### src/source/cam_cfg_pkg.sv
// ################################################
// shared types, constants and the OV7670 register table
// used by the camera config sequencer and the bench monitor
// ################################################

package cam_cfg_pkg;

    // one table row, address in the upper byte
    typedef struct packed {
        logic [7:0] addr;
        logic [7:0] value;
    } cam_entry_t;

    localparam logic [7:0] CAM_ID_WRITE = 8'h42; // OV7670 write id

    // special addresses, never sent on the bus
    localparam logic [7:0] ADDR_DELAY = 8'hF0; // value = delay units
    localparam logic [7:0] ADDR_END   = 8'hFF; // stops the walk

    localparam int CAM_TABLE_LEN = 24; // includes the end marker

    // sequencer FSM states
    typedef enum logic [2:0] {
        st_idle,
        st_fetch,
        st_send,
        st_wait_delay,
        st_done
    } seq_state_t;

    // RGB565 output, internal clock straight through, default window
    localparam cam_entry_t CAM_REG_TABLE [CAM_TABLE_LEN] = '{
        '{8'h12, 8'h80}, // COM7 soft reset
        '{8'hF0, 8'h04}, // wait for the reset to settle

        // format and clock
        '{8'h12, 8'h04}, // COM7 RGB output
        '{8'h11, 8'h80}, // CLKRC no prescale
        '{8'h0C, 8'h00}, // COM3 no scaling
        '{8'h3E, 8'h00}, // COM14 pclk normal
        '{8'h04, 8'h00}, // COM1 no CCIR656
        '{8'h40, 8'hD0}, // COM15 RGB565 full range
        '{8'h3A, 8'h04}, // TSLB output sequence
        '{8'h14, 8'h18}, // COM9 gain ceiling 4x

        // colour matrix
        '{8'h4F, 8'hB3}, // MTX1
        '{8'h50, 8'hB3}, // MTX2
        '{8'h51, 8'h00}, // MTX3
        '{8'h52, 8'h3D}, // MTX4
        '{8'h53, 8'hA7}, // MTX5
        '{8'h54, 8'hE4}, // MTX6
        '{8'h58, 8'h9E}, // MTXS sign bits
        '{8'h3D, 8'hC0}, // COM13 gamma and uv saturation

        // frame window
        '{8'h17, 8'h14}, // HSTART
        '{8'h18, 8'h02}, // HSTOP
        '{8'h32, 8'h80}, // HREF edge offsets
        '{8'h19, 8'h03}, // VSTART
        '{8'h1A, 8'h7B}, // VSTOP

        '{8'hFF, 8'hFF}  // end of table
    };

endpackage

### src/source/cam_cfg_sequencer.sv
// ################################################
// walks the camera register table and feeds the SCCB sender
// restart pulse runs the whole table again
// ################################################
`timescale 1ns/1ps

module cam_cfg_sequencer #(
    parameter int DELAY_UNIT = 25000 // clocks per delay unit
) (
    input  logic       clk,
    input  logic       reset,
    input  logic       restart,
    input  logic       taken,
    output logic       send,
    output logic [7:0] reg_addr,
    output logic [7:0] value,
    output logic       done
);

    import cam_cfg_pkg::*;

    localparam int IDX_W = $clog2(CAM_TABLE_LEN);
    localparam int CNT_W = $clog2(256 * DELAY_UNIT);

    seq_state_t       state;
    logic [IDX_W-1:0] index;
    logic [CNT_W-1:0] delay_cnt;
    logic             restart_pend; // restart seen while a send was open
    logic             restart_req;
    cam_entry_t       entry;

    assign entry       = CAM_REG_TABLE[index];
    assign restart_req = restart | restart_pend;

    always_ff @(posedge clk) begin
        if (reset) begin
            state        <= st_idle;
            index        <= '0;
            delay_cnt    <= '0;
            restart_pend <= 1'b0;
            send         <= 1'b0;
            done         <= 1'b0;
        end else begin
            case (state)
                st_idle: begin
                    index        <= '0;
                    done         <= 1'b0;
                    restart_pend <= 1'b0;
                    state        <= st_fetch;
                end

                st_fetch: begin
                    if (restart_req) begin
                        state <= st_idle;
                    end else if (entry.addr == ADDR_END) begin
                        done  <= 1'b1;
                        state <= st_done;
                    end else if (entry.addr == ADDR_DELAY) begin
                        delay_cnt <= CNT_W'(entry.value * DELAY_UNIT);
                        state     <= st_wait_delay;
                    end else begin
                        reg_addr <= entry.addr;
                        value    <= entry.value;
                        send     <= 1'b1;
                        state    <= st_send;
                    end
                end

                st_send: begin
                    // keep send up until the sender loads the frame
                    if (restart) begin
                        restart_pend <= 1'b1;
                    end
                    if (taken) begin
                        send  <= 1'b0;
                        index <= index + 1'b1;
                        state <= restart_req ? st_idle : st_fetch;
                    end
                end

                st_wait_delay: begin
                    if (restart_req) begin
                        state <= st_idle;
                    end else if (delay_cnt <= CNT_W'(1)) begin
                        index <= index + 1'b1;
                        state <= st_fetch;
                    end else begin
                        delay_cnt <= delay_cnt - 1'b1;
                    end
                end

                st_done: begin
                    if (restart_req) begin
                        state <= st_idle; // done drops in idle
                    end
                end

                default: begin
                    state <= st_idle;
                end
            endcase
        end
    end

endmodule

### src/source/cam_cfg_top.sv
// ################################################
// OV7670 config top, sequencer plus SCCB write master
// ################################################
`timescale 1ns/1ps

module cam_cfg_top #(
    parameter int DIV_BITS   = 8,     // bit period 2**DIV_BITS clocks
    parameter int DELAY_UNIT = 25000  // 1 ms at 25 MHz
) (
    input  logic clk,
    input  logic reset,
    input  logic restart,
    output logic done,
    output logic sioc,
    output logic siod_out,
    output logic siod_oe
);

    import cam_cfg_pkg::*;

    logic       send;
    logic       taken;
    logic [7:0] reg_addr;
    logic [7:0] value;

    cam_cfg_sequencer #(
        .DELAY_UNIT (DELAY_UNIT)
    ) i_sequencer (
        .clk      (clk),
        .reset    (reset),
        .restart  (restart),
        .taken    (taken),
        .send     (send),
        .reg_addr (reg_addr),
        .value    (value),
        .done     (done)
    );

    sccb_sender #(
        .DIV_BITS (DIV_BITS)
    ) i_sender (
        .clk      (clk),
        .reset    (reset),
        .send     (send),
        .sccb_id  (CAM_ID_WRITE), // write id, every frame
        .reg_addr (reg_addr),
        .value    (value),
        .taken    (taken),
        .sioc     (sioc),
        .siod_out (siod_out),
        .siod_oe  (siod_oe)
    );

endmodule

### src/source/sccb_sender.sv
// ################################################
// SCCB write master, one 3-phase write per taken pulse
// hold send with stable data until taken is seen
// ################################################
`timescale 1ns/1ps

module sccb_sender #(
    parameter int DIV_BITS = 8 // bit period is 2**DIV_BITS clocks
) (
    input  logic       clk,
    input  logic       reset,
    input  logic       send,
    input  logic [7:0] sccb_id,
    input  logic [7:0] reg_addr,
    input  logic [7:0] value,
    output logic       taken,
    output logic       sioc,
    output logic       siod_out,
    output logic       siod_oe
);

    logic [DIV_BITS-1:0] divider;
    logic [31:0]         busy_sr;  // ones mark the periods still to go
    logic [31:0]         data_sr;  // msb is on the wire
    logic [1:0]          phase;    // quarter of the current bit period
    logic                sioc_next;
    logic                ack_slot;

    assign phase = divider[DIV_BITS-1 -: 2];

    // the 1->0 edge in busy_sr sits at the bit slot being sent,
    // so these three pairs are the 9th bit after each byte
    assign ack_slot = (busy_sr[11:10] == 2'b10) ||
                      (busy_sr[20:19] == 2'b10) ||
                      (busy_sr[29:28] == 2'b10);

    assign siod_out = data_sr[31];
    assign siod_oe  = ~ack_slot; // let the slave drive the ack bit

    // clock level per period, picked from the ends of busy_sr
    always_comb begin
        case ({busy_sr[31:29], busy_sr[2:0]})
            6'b111_111: begin
                sioc_next = 1'b1; // line still high
            end
            6'b111_110: begin
                sioc_next = 1'b1; // siod falls here, start
            end
            6'b111_100: begin
                sioc_next = 1'b0; // clock down before the first bit
            end
            6'b110_000: begin
                sioc_next = (phase != 2'b00); // clock up, line low
            end
            6'b100_000: begin
                sioc_next = 1'b1; // siod rises here, stop
            end
            6'b000_000: begin
                sioc_next = 1'b1; // idle
            end
            default: begin
                // data bit: low, high, high, low
                sioc_next = (phase == 2'b01) || (phase == 2'b10);
            end
        endcase
    end

    always_ff @(posedge clk) begin
        if (reset) begin
            divider <= DIV_BITS'(1); // power-up pause before first frame
            busy_sr <= '0;
            data_sr <= '1;
            taken   <= 1'b0;
            sioc    <= 1'b1;
        end else begin
            taken <= 1'b0;
            sioc  <= sioc_next;

            if (!busy_sr[31]) begin
                if (send) begin
                    if (divider == '0) begin
                        // 3 start periods, 27 bits, 2 stop periods
                        data_sr <= {3'b100, sccb_id, 1'b0, reg_addr, 1'b0,
                                    value, 1'b0, 2'b01};
                        busy_sr <= '1;
                        taken   <= 1'b1;
                    end else begin
                        divider <= divider + 1'b1; // only after reset
                    end
                end
            end else begin
                if (divider == '1) begin
                    busy_sr <= {busy_sr[30:0], 1'b0};
                    data_sr <= {data_sr[30:0], 1'b1}; // idle fill is high
                    divider <= '0;
                end else begin
                    divider <= divider + 1'b1;
                end
            end
        end
    end

endmodule

### config.mk
export PLATFORM = sky130hd
export DESIGN_NAME = cam_cfg_top
export DESIGN_NICKNAME = d
export VERILOG_FILES = /design/src/source/cam_cfg_pkg.sv /design/src/source/cam_cfg_sequencer.sv /design/src/source/cam_cfg_top.sv /design/src/source/sccb_sender.sv
export SDC_FILE = /design/constraint.sdc
export NUM_CORES = 1
export LEC_CHECK = 0
export BUFFER_PORTS_ARGS = -buffer_cell sky130_fd_sc_hd__buf_2
export CORE_ASPECT_RATIO = 1.5
export CORE_MARGIN = 3
export CORE_UTILIZATION = 40
export CTS_CLUSTER_SIZE = 16
export DETAILED_ROUTE_END_ITERATION = 7
export PLACE_DENSITY = 0.62
export REMOVE_ABC_BUFFERS = 1
export SLEW_MARGIN = 20
export SYNTH_ARGS = -nofsm -noshare
export SYNTH_HDL_FRONTEND = slang
export SYNTH_HIERARCHICAL = 1
export SYNTH_SLANG_ARGS = --single-unit
### constraint.sdc
create_clock -name clk -period 6.3 [get_ports clk]
set_input_delay 0.945 -clock clk [delete_from_list [all_inputs] [get_ports clk]]
set_output_delay 0.945 -clock clk [all_outputs]
set_load 0.1 [all_outputs]
==> metrics.cfg <==
[timing]
fin_tns_setup_ns = 0
rsz0062_at_grt = false
worst_slew_pin_slew_ns = 0.957
report.final.slew_viol_count = 0
hold_ws_ns = 0.461
skew_ns = 0.0109
fmax_ghz = 0.172
fin_crit_sh_pct = 92.3
final_hold_viol_count = 0
setup_viol = 0
slew_headroom_pct = 36.0
fin_crit_ns = 5.81

[die]
fp.dieW_um = 121
fp-row-count = 62
coreArea_mm2 = 0.0192
die_h_um = 178
die-area_mm2 = 0.0215
initial_core_util_pct = 41.1
ios = 7

[final_layout]
num-nets-final = 997
drive_above_1_share_pct = 9.55
fillers = 1922
layout_commonest_cell = dfxtp_1
areaGrowthSynthToFinish_pct = 10.6
design_area_mm2 = 0.00874
final_cell_mix = dfxtp_1 (106), nand2_1 (105), ha_1 (64)
antennaDiodeCount = 0

[synthesis]
postSynthCellCount = 936
synth_edf_count = 16
synth_area_leaders = dfxtp_1 (27%), ha_1 (10%), edfxtp_1 (6.1%), nand2_1 (5.0%), a221oi_2 (3.8%)
synthFlopType = dfxtp_1
yosysWarnings = 6
syn_area_per_cell_um2 = 8.44
synth_top_area_share_pct = 27.1
ys_ff_latch = 123
yosysUniqueCellTypes = 63
mappedNetlistArea_mm2 = 0.00790
ys_seq_area_share_pct = 33.2
synth_area_leader_cell = dfxtp_1
synthArstFlopShare_pct = 0

[placed_design]
dp_hpwl_um = 13700
gp_congestion = 0.858
placed_area_mm2 = 0.00812
port_buffers = 6

[power]
clkPwrFrac_pct = 52.4
vdd_drop_max_mv = 0.184
p_leak_uw = 0.00339
power.share.sequential_pct = 42.3
powerDensity_mw_per_mm2 = 223
p_int_uw = 1480
comb_power_share_pct = 5.4
p_sw_uw = 469
total_power_uw = 1950
switching_share_pct = 24.1

[drt]
drcViolationCount = 0
wl_per_cell_um = 16.6
routed_wl_um = 19700
viasPerCell = 5.67
first_iter_violations = 593
vias = 6740
first_pass_iters = 5
detail-route-antenna-nets = 0

[worst_setup_path]
cp-end-kind = register
cp.required_ns = 6.64
reg2reg_depth = 19
r2r_slack_ns = 0.49
path_max_fanout = 10
critPathKind = register to register
start_kind = register
r2r-start = i_sequencer/index[1]$_SDFFE_PP0P_
cp.arrival_ns = 6.15
worstReg2RegEnd = i_sequencer/delay_cnt[19]$_SDFFE_PP0P_

[cts]
cts_root_buffer = clkbuf_16
clk_path_buf_depth = 2
cts_tree = built
post_cts_buffers = 0
cts.sinks = 123
cts.repair.resized = 0
cts_buffers = 17
worstSkewPairLatency_ns = 0.42
holdBufCountCts = 0
htreeDepth = 4
clk_pin_slew_ns = 0.06

[hold_path]
min_to = i_sequencer/done$_SDFFE_PP0P_
hold_path.class = register to register
holdCritStartpoint = i_sequencer/done$_SDFFE_PP0P_
hold_depth = 2

[outcome]
status = finished, final reports clean

[global_route]
antenna_found_initial = 0
grt_pass1_wl_um = 32500
gr-usage-all-layers_pct = 18.8
grt_max_degree = 71
grt_pass1_vias = 6479
overflow = 0

[run]
maxCapViolations = 0

==> metal layers <==
metal	share of wire (%)	wire length [µm]	track usage (%)	vias up
met5	0	0	0	-
met4	5.8	1140	12.1	0
met3	2.4	475	3.08	52
met2	51	9980	32.6	130
met1	41	8140	21.4	3190
li1	-	-	-	3368
==> power groups by stage <==
stage | Combinational [µW] | Clock [µW] | Sequential (µW)
3_5_place_dp | 104 | 0 | 840
4_1_cts | 105 | 1040 | 823
2_1_floorplan | 67.4 | 0 | 842
3_3_place_gp | 104 | 0 | 839
5_1_grt | 116 | 1070 | 825
6_report | 104 | 1020 | 823
==> metrics by stage <==
stage          util, %  worst slack [ns]  cells
2_1_floorplan        -              1.49    880
3_3_place_gp      42.2             0.733   1156
3_5_place_dp      42.2             0.616   1156
4_1_cts           45.4             0.562   1188
5_1_grt           45.4             0.190   1188
6_report          45.4             0.486   1188
==> area by class of cell <==
class	instances	area (µm²)	area share, %
Clock buffer	18	429	4.91
Clock inverter	14	185	2.12
Inverter	41	154	1.76
Multi-Input combinational cell	716	4890	56.0
Sequential cell	123	2620	30.0
Tap cell	256	320	3.67
Timing Repair Buffer	20	135	1.55
==> worst max path at each step <==
| stage | slack [ns] | depth (start not counted) | from | endpoint |
|---|---|---|---|---|
| 2_1_floorplan | 1.49 | 19 | i_sequencer/index[1]$_SDFFE_PP0P_ | i_sequencer/delay_cnt[19]$_SDFFE_PP0P_ |
| 3_3_place_gp | 0.73 | 19 | i_sequencer/index[1]$_SDFFE_PP0P_ | i_sequencer/delay_cnt[14]$_SDFFE_PP0P_ |
| 3_5_place_dp | 0.62 | 19 | i_sequencer/index[1]$_SDFFE_PP0P_ | i_sequencer/delay_cnt[19]$_SDFFE_PP0P_ |
| 4_1_cts | 0.56 | 19 | i_sequencer/index[1]$_SDFFE_PP0P_ | i_sequencer/delay_cnt[19]$_SDFFE_PP0P_ |
| 5_1_grt | 0.19 | 18 | i_sequencer/index[2]$_SDFFE_PP0P_ | i_sequencer/delay_cnt[19]$_SDFFE_PP0P_ |
| 6_report | 0.49 | 19 | i_sequencer/index[1]$_SDFFE_PP0P_ | i_sequencer/delay_cnt[19]$_SDFFE_PP0P_ |
==> logic make-up (layout without fill, tap and decap cells) <==
family / after synthesis / after routing / synth area share (%)
multiplexers: 2 / 2 / 0.253
AO/OA/AOI/OAI: 273 / 273 / 24.9
AND/OR/NAND/NOR: 335 / 335 / 20.7
buffers and inverters: 103 / 93 / 5.40
XOR/XNOR: 23 / 23 / 2.55
flip-flops: 123 / 123 / 33.2
other: 2 / 8 / 0.0950
adder cells (fa/ha/maj): 75 / 75 / 12.9
==> Yosys cell counts, types with 4 or more instances <==
| library cell | number |
|---|---|
| a211oi_1 | 10 |
| o211ai_1 | 9 |
| nand2_1 | 105 |
| xor2_1 | 12 |
| a21oi_1 | 56 |
| edfxtp_1 | 16 |
| a221oi_2 | 20 |
| o22ai_1 | 5 |
| fa_1 | 11 |
| nor2_1 | 64 |
| nor3_1 | 57 |
| nand4_1 | 7 |
| nor2b_1 | 33 |
| a31oi_1 | 38 |
| o31ai_1 | 9 |
| o21ai_0 | 49 |
| dfxtp_1 | 107 |
| a221o_1 | 7 |
| o21bai_1 | 28 |
| xnor2_1 | 11 |
| and3_1 | 5 |
| a21o_1 | 7 |
| nand3_1 | 19 |
| nor4_1 | 6 |
| ha_1 | 64 |
| or3_1 | 7 |
| o31a_1 | 4 |
| inv_1 | 40 |
| buf_1 | 6 |
| o21a_1 | 5 |
| nand2b_1 | 7 |
| a221oi_1 | 4 |
| clkbuf_1 | 41 |
| buf_2 | 11 |
==> sequential cells by signal, indices dropped and copies added, names as in the netlist, 3 cells and up <==
name                   flops
i_sequencer/index          5
i_sender/divider           8
i_sequencer/value          8
i_sequencer/state          3
i_sequencer/reg_addr       8
i_sequencer/delay_cnt     23
i_sender/data_sr          31
i_sender/busy_sr          32
==> worst max-delay path: stages (launching register included) <==
cell and delay (ns):
dfxtp_1 0.51, inv_1 0.21, ha_1 0.47, mux2i_1 0.11, o22ai_1 0.18, o21a_1 0.31
ha_1 0.31, ha_1 0.28, inv_1 0.05, fa_1 0.49, inv_1 0.05, fa_1 0.49
ha_1 0.36, nand2b_1 0.14, a21oi_1 0.12, o31ai_1 0.44, o32ai_1 0.16, a2111oi_0 0.71
o21ai_0 0.16, a21oi_1 0.17
Note: power is estimated with default switching activity, not from simulation.
